`config.mk`:
```
export PLATFORM = sky130hd
export DESIGN_NAME = uart_regs_top
export DESIGN_NICKNAME = d
export VERILOG_FILES = /design/src/source/uart_pkg.sv /design/src/source/uart_regs_top.sv /design/src/source/uart_receiver.sv /design/src/source/uart_transmitter.sv /design/src/source/uart_wb_regs.sv /design/src/source/uart_baud_gen.sv /design/src/source/uart_fifo.sv
export SDC_FILE = /design/constraint.sdc
export NUM_CORES = 1
export LEC_CHECK = 0
export BUFFER_PORTS_ARGS = -buffer_cell sky130_fd_sc_hd__buf_2
export CORE_MARGIN = 2
export CORE_UTILIZATION = 45
export CTS_BUF_LIST = sky130_fd_sc_hd__clkbuf_2 sky130_fd_sc_hd__clkbuf_4 sky130_fd_sc_hd__clkbuf_8
export CTS_CLUSTER_SIZE = 12
export DETAILED_ROUTE_END_ITERATION = 10
export GPL_TIMING_DRIVEN = 0
export PLACE_DENSITY = 0.57
export SETUP_SLACK_MARGIN = 0.05
export SLEW_MARGIN = 40
export SYNTH_ARGS = -nofsm -noshare
export SYNTH_HDL_FRONTEND = slang
export SYNTH_HIERARCHICAL = 1
export SYNTH_SLANG_ARGS = --single-unit
```
`constraint.sdc`:
```
create_clock -name clk -period 6.8 [get_ports clk]
set_input_delay 2.04 -clock clk [delete_from_list [all_inputs] [get_ports clk]]
set_output_delay 2.04 -clock clk [all_outputs]
set_load 0.005 [all_outputs]
```
`src/source/uart_pkg.sv`:
```
/*
 * UART register block shared definitions.
 * Register map, sizes, frame format structs, FSM state types
 * and the parity rule used by both the transmitter and the receiver.
 */
`default_nettype none

package uart_pkg;

	localparam int ADDR_W     = 3;  // wishbone address bits
	localparam int DATA_W     = 8;  // byte width
	localparam int FIFO_DEPTH = 16; // entries per fifo
	localparam int FIFO_CNT_W = 5;  // holds 0..FIFO_DEPTH
	localparam int FIFO_PTR_W = 4;  // fifo index width
	localparam int DIV_W      = 16; // divisor latch width
	localparam int OVERSAMPLE = 16; // ticks per bit
	localparam int TICK_W     = 4;  // tick counter width

	localparam logic [TICK_W-1:0] TICK_LAST = TICK_W'(OVERSAMPLE - 1);   // last tick of a bit
	localparam logic [TICK_W-1:0] TICK_MID  = TICK_W'(OVERSAMPLE/2 - 1); // middle of start bit

	// register map
	localparam logic [ADDR_W-1:0] REG_DATA = 3'd0; // thr / rbr, dll under dlab
	localparam logic [ADDR_W-1:0] REG_DLM  = 3'd1; // dlm under dlab
	localparam logic [ADDR_W-1:0] REG_LCR  = 3'd3;
	localparam logic [ADDR_W-1:0] REG_LSR  = 3'd5;

	localparam logic [DATA_W-1:0] LCR_RESET = 8'h03; // 8n1

	typedef struct packed {
		logic       dlab;      // divisor latch access
		logic       brk;       // stored only
		logic       stick_par;
		logic       even_par;
		logic       par_en;
		logic       stop2;     // stored only
		logic [1:0] word_len;  // data bits minus 5
	} lcr_t;

	// frame format seen by tx and rx
	typedef struct packed {
		logic [1:0] word_len;
		logic       par_en;
		logic       even_par;
		logic       stick_par;
	} frame_cfg_t;

	// rx fifo word
	typedef struct packed {
		logic [DATA_W-1:0] data;
		logic              parity_err;
		logic              framing_err;
	} rx_entry_t;

	typedef enum logic [2:0] {
		TX_IDLE,
		TX_START,
		TX_DATA,
		TX_PARITY,
		TX_STOP
	} tx_state_e;

	typedef enum logic [2:0] {
		RX_IDLE,
		RX_START,
		RX_DATA,
		RX_PARITY,
		RX_STOP
	} rx_state_e;

	// expected parity bit for a character under the given format
	function automatic logic calc_parity(input logic [DATA_W-1:0] data, input frame_cfg_t cfg);
		logic [DATA_W-1:0] mask;
		logic              x;
		mask = {DATA_W{1'b1}} >> (2'd3 - cfg.word_len); // keep only used bits
		x = ^(data & mask);
		if (cfg.stick_par)
			return ~cfg.even_par; // stick 1 when eps clear, stick 0 when set
		return cfg.even_par ? x : ~x;
	endfunction

endpackage

`default_nettype wire
```
`src/source/uart_regs_top.sv`:
```
/*
 * UART register block top level.
 * Wishbone register file, baud generator, tx/rx FIFOs and serializers.
 */
`timescale 1ns/100ps
`default_nettype none

module uart_regs_top (
	input  logic                       clk,
	input  logic                       wb_rst_i,
	input  logic                       wb_cyc_i,
	input  logic                       wb_stb_i,
	input  logic                       wb_we_i,
	input  logic [uart_pkg::ADDR_W-1:0] wb_adr_i,
	input  logic [7:0]                 wb_dat_i,
	output logic [7:0]                 wb_dat_o,
	output logic                       wb_ack_o,
	output logic                       stx_o,
	input  logic                       srx_i
);

	uart_pkg::frame_cfg_t          cfg;
	logic [uart_pkg::DIV_W-1:0]    divisor;
	logic                          tick;
	logic                          tx_push;      // register write into tx fifo
	logic [uart_pkg::DATA_W-1:0]   tx_dat;
	logic                          tx_pop;       // transmitter takes the head
	logic [uart_pkg::DATA_W-1:0]   tx_head;
	logic                          tx_empty;
	logic                          tx_idle;
	logic                          rx_push;
	uart_pkg::rx_entry_t           rx_entry;
	logic                          rx_pop;
	uart_pkg::rx_entry_t           rx_head;
	logic                          rx_empty;
	logic                          rx_overflow;  // entry lost, feeds lsr overrun

	uart_wb_regs regs0 (
		.clk(clk), .wb_rst_i(wb_rst_i),
		.wb_cyc_i(wb_cyc_i), .wb_stb_i(wb_stb_i), .wb_we_i(wb_we_i),
		.wb_adr_i(wb_adr_i), .wb_dat_i(wb_dat_i), .wb_dat_o(wb_dat_o), .wb_ack_o(wb_ack_o),
		.cfg_o(cfg), .divisor_o(divisor),
		.tx_push_o(tx_push), .tx_dat_o(tx_dat), .tx_empty_i(tx_empty), .tx_idle_i(tx_idle),
		.rx_pop_o(rx_pop), .rx_head_i(rx_head), .rx_empty_i(rx_empty),
		.rx_overflow_i(rx_overflow)
	);

	uart_baud_gen baud0 (.clk(clk), .wb_rst_i(wb_rst_i), .divisor_i(divisor), .tick_o(tick));

	// writes into a full tx fifo are simply dropped
	uart_fifo #(.WIDTH(uart_pkg::DATA_W)) tx_fifo0 (
		.clk(clk), .wb_rst_i(wb_rst_i), .push_i(tx_push), .data_i(tx_dat),
		.pop_i(tx_pop), .data_o(tx_head), .empty_o(tx_empty), .full_o(),
		.overflow_o()
	);

	uart_fifo #(.WIDTH($bits(uart_pkg::rx_entry_t))) rx_fifo0 (
		.clk(clk), .wb_rst_i(wb_rst_i), .push_i(rx_push), .data_i(rx_entry),
		.pop_i(rx_pop), .data_o(rx_head), .empty_o(rx_empty), .full_o(),
		.overflow_o(rx_overflow)
	);

	uart_transmitter tx0 (
		.clk(clk), .wb_rst_i(wb_rst_i), .tick_i(tick), .cfg_i(cfg),
		.fifo_empty_i(tx_empty), .fifo_dat_i(tx_head), .pop_o(tx_pop),
		.idle_o(tx_idle), .stx_o(stx_o)
	);

	uart_receiver rx0 (
		.clk(clk), .wb_rst_i(wb_rst_i), .tick_i(tick), .cfg_i(cfg),
		.srx_i(srx_i), .push_o(rx_push), .entry_o(rx_entry)
	);

endmodule

`default_nettype wire

```
`src/source/uart_receiver.sv`:
```
/*
 * UART receiver.
 * Synchronizes srx_i, detects the start edge, samples mid-bit,
 * checks parity and stop, and pushes one entry per frame.
 */
`timescale 1ns/100ps
`default_nettype none

module uart_receiver (
	input  logic                 clk,
	input  logic                 wb_rst_i,
	input  logic                 tick_i,
	input  uart_pkg::frame_cfg_t cfg_i,
	input  logic                 srx_i,
	output logic                 push_o,
	output uart_pkg::rx_entry_t  entry_o
);

	logic                         rx_s1_q;   // synchronizer stage 1
	logic                         rx_s2_q;   // synchronized line
	logic                         rx_prev_q; // for edge detect
	uart_pkg::rx_state_e          state_q;
	uart_pkg::frame_cfg_t         cfg_q;
	logic [7:0]                   shift_q;
	logic [2:0]                   bit_q;
	logic [uart_pkg::TICK_W-1:0]  tcnt_q;
	logic                         par_err_q;
	logic                         start_edge;
	logic                         sample;    // middle of a bit

	assign start_edge = rx_prev_q & ~rx_s2_q;
	assign sample = tick_i & (tcnt_q == uart_pkg::TICK_LAST);

	always_ff @(posedge clk or posedge wb_rst_i)
	begin
		if (wb_rst_i)
		begin
			rx_s1_q <= 1'b1;
			rx_s2_q <= 1'b1;
			rx_prev_q <= 1'b1;
			state_q <= uart_pkg::RX_IDLE;
			bit_q <= '0;
			tcnt_q <= '0;
			push_o <= 1'b0;
		end
		else
		begin
			rx_s1_q <= srx_i;
			rx_s2_q <= rx_s1_q;
			rx_prev_q <= rx_s2_q;
			push_o <= (state_q == uart_pkg::RX_STOP) & sample;
			if (tick_i)
				tcnt_q <= tcnt_q + 1'b1;
			case (state_q)
				uart_pkg::RX_IDLE:
					if (start_edge)
					begin
						state_q <= uart_pkg::RX_START;
						tcnt_q <= '0;
						bit_q <= '0;
					end
				uart_pkg::RX_START:
					if (tick_i && tcnt_q == uart_pkg::TICK_MID)
					begin
						tcnt_q <= '0; // realign on start bit middle
						state_q <= rx_s2_q ? uart_pkg::RX_IDLE : uart_pkg::RX_DATA; // glitch
					end
				uart_pkg::RX_DATA:
					if (sample)
					begin
						if (bit_q == {1'b1, cfg_q.word_len})
							state_q <= cfg_q.par_en ? uart_pkg::RX_PARITY : uart_pkg::RX_STOP;
						else
							bit_q <= bit_q + 1'b1;
					end
				uart_pkg::RX_PARITY:
					if (sample)
						state_q <= uart_pkg::RX_STOP;
				uart_pkg::RX_STOP:
					if (sample)
						state_q <= uart_pkg::RX_IDLE; // ready for back-to-back start
				default: state_q <= uart_pkg::RX_IDLE;
			endcase
		end
	end

	always_ff @(posedge clk)
	begin
		case (state_q)
			uart_pkg::RX_IDLE:
				if (start_edge)
				begin
					cfg_q <= cfg_i;
					shift_q <= '0;    // unused upper bits stay 0
					par_err_q <= 1'b0;
				end
			uart_pkg::RX_DATA:
				if (sample)
					shift_q[bit_q] <= rx_s2_q;
			uart_pkg::RX_PARITY:
				if (sample)
					par_err_q <= (rx_s2_q != uart_pkg::calc_parity(shift_q, cfg_q));
			uart_pkg::RX_STOP:
				if (sample)
					entry_o <= '{data: shift_q, parity_err: par_err_q, framing_err: ~rx_s2_q};
			default: ;
		endcase
	end

endmodule

`default_nettype wire

```
`src/source/uart_transmitter.sv`:
```
/*
 * UART transmitter.
 * Pops the tx FIFO and sends start, 5..8 data bits LSB first,
 * optional parity and one stop bit, 16 ticks per bit.
 */
`timescale 1ns/100ps
`default_nettype none

module uart_transmitter (
	input  logic                 clk,
	input  logic                 wb_rst_i,
	input  logic                 tick_i,
	input  uart_pkg::frame_cfg_t cfg_i,
	input  logic                 fifo_empty_i,
	input  logic [7:0]           fifo_dat_i,
	output logic                 pop_o,
	output logic                 idle_o,
	output logic                 stx_o
);

	uart_pkg::tx_state_e          state_q;
	uart_pkg::frame_cfg_t         cfg_q;    // format frozen for the frame
	logic [7:0]                   shift_q;
	logic                         par_q;
	logic [2:0]                   bit_q;    // data bit index
	logic [uart_pkg::TICK_W-1:0]  tcnt_q;
	logic                         bit_end;  // last tick of current bit
	logic                         line;

	assign idle_o = (state_q == uart_pkg::TX_IDLE);
	assign pop_o = idle_o & ~fifo_empty_i;
	assign bit_end = tick_i & (tcnt_q == uart_pkg::TICK_LAST);

	always_comb
	begin
		case (state_q)
			uart_pkg::TX_START:  line = 1'b0;
			uart_pkg::TX_DATA:   line = shift_q[0];
			uart_pkg::TX_PARITY: line = par_q;
			default:             line = 1'b1; // idle and stop
		endcase
	end

	always_ff @(posedge clk or posedge wb_rst_i)
	begin
		if (wb_rst_i)
		begin
			state_q <= uart_pkg::TX_IDLE;
			bit_q <= '0;
			tcnt_q <= '0;
			stx_o <= 1'b1; // line idles high
		end
		else
		begin
			stx_o <= line;
			if (tick_i && !idle_o)
				tcnt_q <= tcnt_q + 1'b1; // wraps every bit
			case (state_q)
				uart_pkg::TX_IDLE:
					if (!fifo_empty_i)
					begin
						state_q <= uart_pkg::TX_START;
						tcnt_q <= '0;
						bit_q <= '0;
					end
				uart_pkg::TX_START:
					if (bit_end)
						state_q <= uart_pkg::TX_DATA;
				uart_pkg::TX_DATA:
					if (bit_end)
					begin
						if (bit_q == {1'b1, cfg_q.word_len}) // 4 + word_len
							state_q <= cfg_q.par_en ? uart_pkg::TX_PARITY : uart_pkg::TX_STOP;
						else
							bit_q <= bit_q + 1'b1;
					end
				uart_pkg::TX_PARITY:
					if (bit_end)
						state_q <= uart_pkg::TX_STOP;
				uart_pkg::TX_STOP:
					if (bit_end)
						state_q <= uart_pkg::TX_IDLE;
				default: state_q <= uart_pkg::TX_IDLE;
			endcase
		end
	end

	always_ff @(posedge clk)
	begin
		if (pop_o)
		begin
			shift_q <= fifo_dat_i;
			cfg_q <= cfg_i;
			par_q <= uart_pkg::calc_parity(fifo_dat_i, cfg_i);
		end
		else if (state_q == uart_pkg::TX_DATA && bit_end)
			shift_q <= shift_q >> 1; // next bit to lsb
	end

endmodule

`default_nettype wire

```
`src/source/uart_wb_regs.sv`:
```
/*
 * Wishbone classic slave for the UART registers.
 * Holds LCR and the divisor latch, assembles LSR and
 * strobes the tx/rx FIFOs on data register accesses.
 */
`timescale 1ns/100ps
`default_nettype none

module uart_wb_regs (
	input  logic                        clk,
	input  logic                        wb_rst_i,
	input  logic                        wb_cyc_i,
	input  logic                        wb_stb_i,
	input  logic                        wb_we_i,
	input  logic [uart_pkg::ADDR_W-1:0] wb_adr_i,
	input  logic [7:0]                  wb_dat_i,
	output logic [7:0]                  wb_dat_o,
	output logic                        wb_ack_o,
	output uart_pkg::frame_cfg_t        cfg_o,
	output logic [uart_pkg::DIV_W-1:0]  divisor_o,
	output logic                        tx_push_o,
	output logic [7:0]                  tx_dat_o,
	input  logic                        tx_empty_i,
	input  logic                        tx_idle_i,
	output logic                        rx_pop_o,
	input  uart_pkg::rx_entry_t         rx_head_i,
	input  logic                        rx_empty_i,
	input  logic                        rx_overflow_i
);

	uart_pkg::lcr_t             lcr_q;
	logic [uart_pkg::DIV_W-1:0] dl_q;      // divisor latch
	logic                       ack_q;
	logic                       overrun_q; // sticky until lsr read
	logic                       acc;       // request not yet acknowledged
	logic                       wr;
	logic                       rd;
	logic [7:0]                 lsr;
	logic [7:0]                 rd_data;

	assign acc = wb_cyc_i & wb_stb_i & ~ack_q; // no back-to-back ack
	assign wr = acc & wb_we_i;
	assign rd = acc & ~wb_we_i;
	assign wb_ack_o = ack_q;
	assign divisor_o = dl_q;
	assign cfg_o = '{word_len: lcr_q.word_len, par_en: lcr_q.par_en,
		even_par: lcr_q.even_par, stick_par: lcr_q.stick_par};

	// thr write and rbr read only with dlab clear
	assign tx_push_o = wr & ~lcr_q.dlab & (wb_adr_i == uart_pkg::REG_DATA);
	assign tx_dat_o = wb_dat_i;
	assign rx_pop_o = rd & ~lcr_q.dlab & (wb_adr_i == uart_pkg::REG_DATA) & ~rx_empty_i;

	always_comb
	begin
		lsr = '0;
		lsr[0] = ~rx_empty_i;                         // data ready
		lsr[1] = overrun_q;
		lsr[2] = ~rx_empty_i & rx_head_i.parity_err;  // flags of the head entry
		lsr[3] = ~rx_empty_i & rx_head_i.framing_err;
		lsr[5] = tx_empty_i;                          // thre
		lsr[6] = tx_empty_i & tx_idle_i;              // temt
	end

	always_comb
	begin
		rd_data = '0; // unmapped addresses read 0
		case (wb_adr_i)
			uart_pkg::REG_DATA:
				if (lcr_q.dlab)
					rd_data = dl_q[7:0];
				else if (!rx_empty_i)
					rd_data = rx_head_i.data;
			uart_pkg::REG_DLM:
				if (lcr_q.dlab)
					rd_data = dl_q[15:8];
			uart_pkg::REG_LCR: rd_data = lcr_q;
			uart_pkg::REG_LSR: rd_data = lsr;
			default: rd_data = '0;
		endcase
	end

	always_ff @(posedge clk or posedge wb_rst_i)
	begin
		if (wb_rst_i)
		begin
			ack_q <= 1'b0;
			lcr_q <= uart_pkg::LCR_RESET;
			dl_q <= '0;      // no ticks until programmed
			overrun_q <= 1'b0;
		end
		else
		begin
			ack_q <= acc;
			if (wr && wb_adr_i == uart_pkg::REG_LCR)
				lcr_q <= wb_dat_i;
			if (wr && lcr_q.dlab && wb_adr_i == uart_pkg::REG_DATA)
				dl_q[7:0] <= wb_dat_i;
			if (wr && lcr_q.dlab && wb_adr_i == uart_pkg::REG_DLM)
				dl_q[15:8] <= wb_dat_i;
			if (rx_overflow_i)
				overrun_q <= 1'b1;   // new loss wins over a clearing read
			else if (rd && wb_adr_i == uart_pkg::REG_LSR)
				overrun_q <= 1'b0;
		end
	end

	// read data captured with ack, holds until next read
	always_ff @(posedge clk)
	begin
		if (rd)
			wb_dat_o <= rd_data;
	end

endmodule

`default_nettype wire

```
`src/source/uart_baud_gen.sv`:
```
/*
 * Baud rate generator.
 * One-cycle enable tick every divisor clocks, 16 ticks per bit.
 */
`timescale 1ns/100ps
`default_nettype none

module uart_baud_gen (
	input  logic                       clk,
	input  logic                       wb_rst_i,
	input  logic [uart_pkg::DIV_W-1:0] divisor_i,
	output logic                       tick_o
);

	logic [uart_pkg::DIV_W-1:0] cnt_q; // down counter
	logic [uart_pkg::DIV_W-1:0] div_q; // last divisor, detects changes

	always_ff @(posedge clk or posedge wb_rst_i)
	begin
		if (wb_rst_i)
		begin
			cnt_q <= '0;
			div_q <= '0;
			tick_o <= 1'b0;
		end
		else
		begin
			div_q <= divisor_i;
			tick_o <= 1'b0;
			if (divisor_i == '0)
				cnt_q <= '0;                  // silent
			else if (divisor_i != div_q)
				cnt_q <= divisor_i - 1'b1;    // restart on new divisor
			else if (cnt_q == '0)
			begin
				tick_o <= 1'b1;
				cnt_q <= divisor_i - 1'b1;    // reload
			end
			else
				cnt_q <= cnt_q - 1'b1;
		end
	end

endmodule

`default_nettype wire

```
`src/source/uart_fifo.sv`:
```
/*
 * Synchronous FIFO, FIFO_DEPTH entries of WIDTH bits.
 * Head visible on data_o, a push while full is dropped and flagged.
 */
`timescale 1ns/100ps
`default_nettype none

module uart_fifo #(
	parameter int WIDTH = 8
) (
	input  logic             clk,
	input  logic             wb_rst_i,
	input  logic             push_i,
	input  logic [WIDTH-1:0] data_i,
	input  logic             pop_i,
	output logic [WIDTH-1:0] data_o,
	output logic             empty_o,
	output logic             full_o,
	output logic             overflow_o
);

	logic [WIDTH-1:0]                mem [uart_pkg::FIFO_DEPTH];
	logic [uart_pkg::FIFO_PTR_W-1:0] wptr_q;
	logic [uart_pkg::FIFO_PTR_W-1:0] rptr_q;
	logic [uart_pkg::FIFO_CNT_W-1:0] count_q;
	logic                            do_push;
	logic                            do_pop;

	assign empty_o = (count_q == '0);
	assign full_o = (count_q == uart_pkg::FIFO_DEPTH);
	assign do_pop = pop_i & ~empty_o;
	assign do_push = push_i & (~full_o | do_pop); // room freed by same-cycle pop
	assign data_o = mem[rptr_q];

	always_ff @(posedge clk)
	begin
		if (do_push)
			mem[wptr_q] <= data_i;
	end

	always_ff @(posedge clk or posedge wb_rst_i)
	begin
		if (wb_rst_i)
		begin
			wptr_q <= '0;
			rptr_q <= '0;
			count_q <= '0;
			overflow_o <= 1'b0;
		end
		else
		begin
			overflow_o <= push_i & ~do_push; // one pulse per lost word
			if (do_push)
				wptr_q <= wptr_q + 1'b1;      // wraps at depth
			if (do_pop)
				rptr_q <= rptr_q + 1'b1;
			if (do_push && !do_pop)
				count_q <= count_q + 1'b1;
			else if (do_pop && !do_push)
				count_q <= count_q - 1'b1;
		end
	end

endmodule

`default_nettype wire

```
==> qor.tcl, run 1 <==
set qor(outcome) {finished clean}
set qor(detail_route.wl_per_cell_um) 21.4
set qor(finalSetupViolCount) 0
set qor(maxCapViolCount) 0
set qor(switching_share_pct) 25.7
set qor(dr_total_vias) 11202
set qor(synth.net_count) 1326
set qor(synth-warning-count) 6
set qor(worst-endpoint-required_ns) 7.34
set qor(worst_hold_check_path_type) {reg2reg}
set qor(grt_first_pass_wirelength_um) 66700
set qor(finalCriticalPeriod_ns) 4.92
set qor(viasPerCell) 5.52
set qor(area_of_the_mapped_netlist_um2) 19500
set qor(clk-insertion-delay-late_ns) 0.63
set qor(total_iterations_of_the_first_detailed_routing_run) 6
set qor(cts_hold_buf) 0
set qor(worst_setup_path_start_kind) {input pin}
set qor(instance_count_of_the_mapped_netlist) 1282
set qor(slowest_stage) {sky130_fd_sc_hd__or4_2}
set qor(remaining_drc_errors) 0
set qor(p_leak_nw) 8.20
set qor(crit_type) {in2reg}
set qor(numClockSinks) 443
set qor(power-per-cell-area_nw_per_um2) 282
set qor(multiInputGateArea_um2) 6260
set qor(layout.nets) 1433
set qor(htreeDepth) 3
set qor(finalWeightedCongestion) 0.851
set qor(initial_utilization_pct) 45.4
set qor(most_common_cell_after_layout_fill_and_taps_aside) {sky130_fd_sc_hd__edfxtp_1}
set qor(die_height_um) 212
set qor(post_cts.resized_instances) 0
set qor(portBuffers) 25
set qor(finalWirelength_um) 43500
set qor(finalHoldViolCount) 0
set qor(ant_nets) 0
set qor(mean_syn_cell_area_um2) 15.2
set qor(grtUsageTotal_pct) 20.0
set qor(p_seq_share_pct) 50.6
set qor(pin_count_of_the_biggest_net_entering_global_routing) 34
set qor(floorplan.io_pins) 27
set qor(cts_root_buffer) {sky130_fd_sc_hd__clkbuf_8}
set qor(hold_path.startpoint) {rx0/rx_s1_q}
set qor(detailed_place_hpwl_um) 29200
set qor(cts_made_buffers) 76
set qor(post_route_cells_drive_above_1_share_pct) 23.1
set qor(r2r_start) {tx_fifo0/count_q[0]}
set qor(worst_slew_margin_rel_pct) 47.8
set qor(totalPowerFinal_mw) 6.18
set qor(finalClockSkew_ns) 0.0327
set qor(timing.final.max_slew_violations) 0
set qor(power.ir.vdd_worst_mv) 0.147
set qor(setup_repair_after_global_routing_missed_its_margin) {false}
set qor(grt_antenna_before_repair) 2
set qor(post-cts-setup-buffer-count) 0
set qor(clkTransAtPathRegs_ns) 0.06
set qor(regArea_um2) 12800
set qor(critPathArrivalTime_ns) 5.46
set qor(totalNegativeSetupSlack_ns) 0
set qor(clk_path_buf_depth) 3
set qor(area_growth_syn_to_layout_pct) 12.5
set qor(die_w_um) 212
set qor(max_slew.worst_pin.slew_ns) 0.780
set qor(path_cells) {buf_2, clkbuf_1, or4_2, nor4_2, o21a_1, inv_1, ha_1, inv_1, ha_1, a21o_1, a21oi_1, mux2i_1, xnor2_1}
set qor(design.die.area_um2) 44900
set qor(tritoncts_clock_tree) {done}
set qor(placementRows) 76
set qor(critPathCaptureType) {flop}
set qor(first_global_vias) 11145
set qor(period_share_pct) 72.4
set qor(timing.critical_path.fanout_max) 10
set qor(net-switching-power_mw) 1.59
set qor(clock_power_share_pct) 37.8
set qor(power_frac_comb_pct) 11.6
set qor(drt_iter0_drc) 941
set qor(internal_power_mw) 4.59
set qor(gr-total-overflow) 0
set qor(final_cell_mix) {sky130_fd_sc_hd__edfxtp_1, sky130_fd_sc_hd__dfrtp_1, sky130_fd_sc_hd__mux2i_1}
set qor(setup.worst_path.start) {wb_adr_i[2]}
set qor(fill_cells) 3602
set qor(maxClockFrequency_ghz) 0.203
set qor(placeableCoreArea_um2) 42900
set qor(max_stage_delay_ns) 0.78
set qor(diodes) 0
-- power groups by stage --
stage	sequential (mW)	combinational, mW	clock [mW]
finish	3.13	0.716	2.33
global route	3.14	0.799	2.53
CTS	3.13	0.720	2.41
detailed placement	3.18	0.713	0
global placement	3.18	0.702	0
floorplan	3.15	0.548	0
-- per-stage QoR --
step / instances / hold WS, ns / cell area [µm²] / utilization [%] / worst slack (ns)
6_report: 2031 / 0.358 / 21900 / 51.1 / 1.88
5_1_grt: 2031 / 0.369 / 21900 / 51.1 / 1.71
4_1_cts: 2031 / 0.364 / 21900 / 51.0 / 1.66
3_5_place_dp: 1896 / 0.347 / 20400 / 47.6 / 1.02
3_3_place_gp: 1892 / 0.347 / 20300 / 47.4 / 0.746
2_1_floorplan: 1282 / 0.345 / 19500 / - / 1.84
-- state kept, by name (all words and copies together) (netlist names), 4 cells and up --
name / flops
tx0/shift_q: 8
rx0/shift_q: 8
rx_fifo0/mem: 160
tx_fifo0/rptr_q: 4
tx_fifo0/wptr_q: 4
regs0/wb_dat_o: 8
tx_fifo0/mem: 128
rx0/cfg_q: 5
tx_fifo0/count_q: 5
rx0/tcnt_q: 4
baud0/cnt_q: 16
regs0/cfg_o: 5
baud0/div_q: 16
regs0/divisor_o: 16
rx_fifo0/rptr_q: 4
rx_fifo0/count_q: 5
tx0/tcnt_q: 4
rx0/entry_o: 10
rx_fifo0/wptr_q: 4
-- per-layer routing --
layer | track usage, % | part of all wire [%]
met1 | 29.2 | 47
met2 | 29.8 | 44
met3 | 3.86 | 5.5
met4 | 7.24 | 3.0
met5 | 0 | 0.028
-- path summary, 6_finish.rpt --
| check | endpoint | slack [ns] | cells past startpoint |
|---|---|---|---|
| setup / recovery | rx_fifo0/count_q[4] | 1.88 | 13 |
| hold / removal | rx0/rx_s2_q | 0.36 | 0 |
| setup reg to reg | tx_fifo0/count_q[4] | 2.83 | 13 |
| hold reg to reg | rx0/rx_s2_q | 0.36 | 0 |
| max in group asynchronous | baud0/div_q[8] | 4.62 | 2 |
| min in group asynchronous | tx0/tcnt_q[2] | 1.60 | 2 |
-- critical path, delay by kind of cell --
| kind | cells | cell delay [ns] |
|---|---|---|
| AND/OR/NAND/NOR | 2 | 1.23 |
| AO/OA/AOI/OAI | 3 | 0.66 |
| buffers and inverters | 4 | 0.63 |
| adder cells (fa/ha/maj) | 2 | 0.51 |
| multiplexers | 1 | 0.24 |
| XOR/XNOR | 1 | 0.13 |
-- cell type report --
| type | instances | share of cell area [%] |
|---|---|---|
| buffer | 71 | 1.79 |
| clock buffer | 107 | 5.98 |
| clock inverter | 28 | 0.731 |
| inverter | 35 | 0.600 |
| multi-input combinational | 733 | 28.6 |
| sequential | 443 | 58.2 |
| tap | 585 | 3.34 |
| timing repair buffer | 29 | 0.708 |
No activity file was read; power rests on OpenSTA's default activity.
==> run 2: changes to the inputs <==
--- a/config.mk
+++ b/config.mk
@@ -12,7 +12,7 @@
 export CTS_CLUSTER_SIZE = 12
 export DETAILED_ROUTE_END_ITERATION = 10
 export GPL_TIMING_DRIVEN = 0
-export PLACE_DENSITY = 0.57
+export PLACE_DENSITY = 0.59
 export SETUP_SLACK_MARGIN = 0.05
 export SLEW_MARGIN = 40
 export SYNTH_ARGS = -nofsm -noshare
==> constraint.sdc (replaced) <==
create_clock -name clk -period 4 [get_ports clk]
set_input_delay 1.2 -clock clk [delete_from_list [all_inputs] [get_ports clk]]
set_output_delay 1.2 -clock clk [all_outputs]
set_load 0.005 [all_outputs]
==> qor.tcl, run 2 (synthesized netlist as in run 1, its figures left out) <==
set qor(outcome) {finished clean}
set qor(layout_top_registers) {rx_fifo0/mem: 160 flops, tx_fifo0/mem: 128 flops}
set qor(worst-endpoint-required_ns) 4.57
set qor(die_w_um) 212
set qor(pin_count_of_the_biggest_net_entering_global_routing) 34
set qor(hold_slack_ns) 0.357
set qor(tritoncts_clock_tree) {done}
set qor(detail_route.wl_per_cell_um) 21.2
set qor(viasPerCell) 5.51
set qor(grt_first_pass_wirelength_um) 66700
set qor(area_growth_syn_to_layout_pct) 13.1
set qor(clk_path_buf_depth) 3
set qor(max_slew.worst_pin.slew_ns) 0.837
set qor(grt_antenna_before_repair) 3
set qor(total_iterations_of_the_first_detailed_routing_run) 5
set qor(worst_slew_margin_rel_pct) 43.4
set qor(floorplan.io_pins) 27
set qor(first_global_vias) 11172
set qor(numClockSinks) 443
set qor(die_height_um) 212
set qor(totalPowerFinal_mw) 10.7
set qor(crit_type) {reg2reg}
set qor(ant_nets) 0
set qor(power.ir.vdd_worst_mv) 0.238
set qor(finalHoldViolCount) 0
set qor(remaining_drc_errors) 0
set qor(finalCriticalPeriod_ns) 3.70
set qor(cts_root_buffer) {sky130_fd_sc_hd__clkbuf_8}
set qor(timing.critical_path.fanout_max) 15
set qor(critPathArrivalTime_ns) 4.27
set qor(largest_register_ffs) 160
set qor(period_share_pct) 92.6
set qor(final_cell_mix) {sky130_fd_sc_hd__edfxtp_1, sky130_fd_sc_hd__dfrtp_1, sky130_fd_sc_hd__mux2i_1}
set qor(placeableCoreArea_um2) 42900
set qor(post_route_cells_drive_above_1_share_pct) 24.1
set qor(timing.final.max_slew_violations) 0
set qor(grtUsageTotal_pct) 20.0
set qor(initial_utilization_pct) 45.4
set qor(power-per-cell-area_nw_per_um2) 486
set qor(finalClockSkew_ns) 0.0502
set qor(portBuffers) 25
set qor(place_ws_ns) -0.332
set qor(dr_total_vias) 11196
set qor(final_cell_utilization_of_the_core_pct) 51.3
set qor(fill_cells) 3610
set qor(largest_register) {rx_fifo0/mem}
set qor(htreeDepth) 3
set qor(placementRows) 76
set qor(setup_repair_after_global_routing_missed_its_margin) {false}
set qor(worst_setup_path_start_kind) {flop}
set qor(maxCapViolCount) 0
set qor(gr-total-overflow) 0
set qor(cts_hold_buf) 0
set qor(most_common_cell_after_layout_fill_and_taps_aside) {sky130_fd_sc_hd__edfxtp_1}
set qor(p_leak_nw) 8.27
set qor(worst_hold_check_path_type) {reg2reg}
set qor(finalWirelength_um) 43100
set qor(finalSetupViolCount) 0
set qor(detailed_place_hpwl_um) 29000
set qor(finalWeightedCongestion) 0.827
set qor(layout.nets) 1431
set qor(drt_iter0_drc) 883
set qor(design.die.area_um2) 44900
set qor(worst_slack_setup_final_ns) 0.295
set qor(cts_made_buffers) 74
set qor(critPathCaptureType) {flop}
set qor(clkTransAtPathRegs_ns) 0.06
set qor(clk-insertion-delay-late_ns) 0.67
set qor(maxClockFrequency_ghz) 0.270
==> run 2: critical path, stage by stage, from the launching register on <==
cell	delay, ns
sky130_fd_sc_hd__dfrtp_1	0.43
sky130_fd_sc_hd__or4_4	0.59
sky130_fd_sc_hd__nor2_2	0.36
sky130_fd_sc_hd__nor4_4	0.13
sky130_fd_sc_hd__buf_4	0.23
sky130_fd_sc_hd__o31ai_4	0.31
sky130_fd_sc_hd__inv_2	0.13
sky130_fd_sc_hd__ha_1	0.24
sky130_fd_sc_hd__inv_1	0.16
sky130_fd_sc_hd__ha_1	0.30
sky130_fd_sc_hd__a21o_1	0.18
sky130_fd_sc_hd__a21oi_1	0.19
sky130_fd_sc_hd__mux2i_1	0.24
sky130_fd_sc_hd__xnor2_1	0.14
==> run 2: per-layer routing <==
metal  up-vias  wire, µm  track usage (%)
li1       5139         -                -
met4         2       883             7.29
met1      5681     19700             28.8
met2       306     19900             30.0
met5         -        13                0
met3        68      2670             4.17
==> run 2: area by class of cell <==
cell class | instances | area (µm²) | area share [%]
Antenna cell | 1 | 2.50 | 0.0114
Buffer | 70 | 389 | 1.77
Clock buffer | 113 | 1370 | 6.24
Clock inverter | 22 | 190 | 0.864
Inverter | 35 | 131 | 0.597
Multi-Input combinational cell | 733 | 6270 | 28.5
Sequential cell | 443 | 12800 | 58.0
Tap cell | 585 | 732 | 3.33
Timing Repair Buffer | 30 | 163 | 0.739
==> run 2: what timing repair did <==
action,in CTS,in global routing
resized for setup,0,3
setup buffers,0,1
endpoints found under the setup margin,0,3
==> run 2: power by group <==
part / leakage, nW / switching [mW] / internal, mW / total, mW
clock: 0.833 / 1.83 / 2.34 / 4.18
sequential: 4.43 / 0.207 / 5.11 / 5.32
combinational: 3.00 / 0.683 / 0.513 / 1.20
==> run 2: final timing paths <==
check	startpoint	end	slack (ns)	depth (start not counted)
max in group asynchronous	wb_rst_i	baud0/cnt_q[8]	2.69	2
min in group asynchronous	wb_rst_i	tx0/state_q[0]	0.72	2
worst max register to register	tx_fifo0/count_q[0]	tx_fifo0/count_q[4]	0.30	13
worst min-delay path	rx0/rx_s1_q	rx0/rx_s2_q	0.36	0
worst min register to register	rx0/rx_s1_q	rx0/rx_s2_q	0.36	0
worst max-delay path	tx_fifo0/count_q[0]	tx_fifo0/count_q[4]	0.30	13
==> run 2: through the flow <==
step	instances	TNS (ns)	area (µm²)
final	2032	0	22000
after global routing	2032	0	22000
after global placement	1892	-40.24	20300
after detailed placement	1896	-3.08	20400
after CTS	2031	0	22000
after floorplan	1282	0	19500
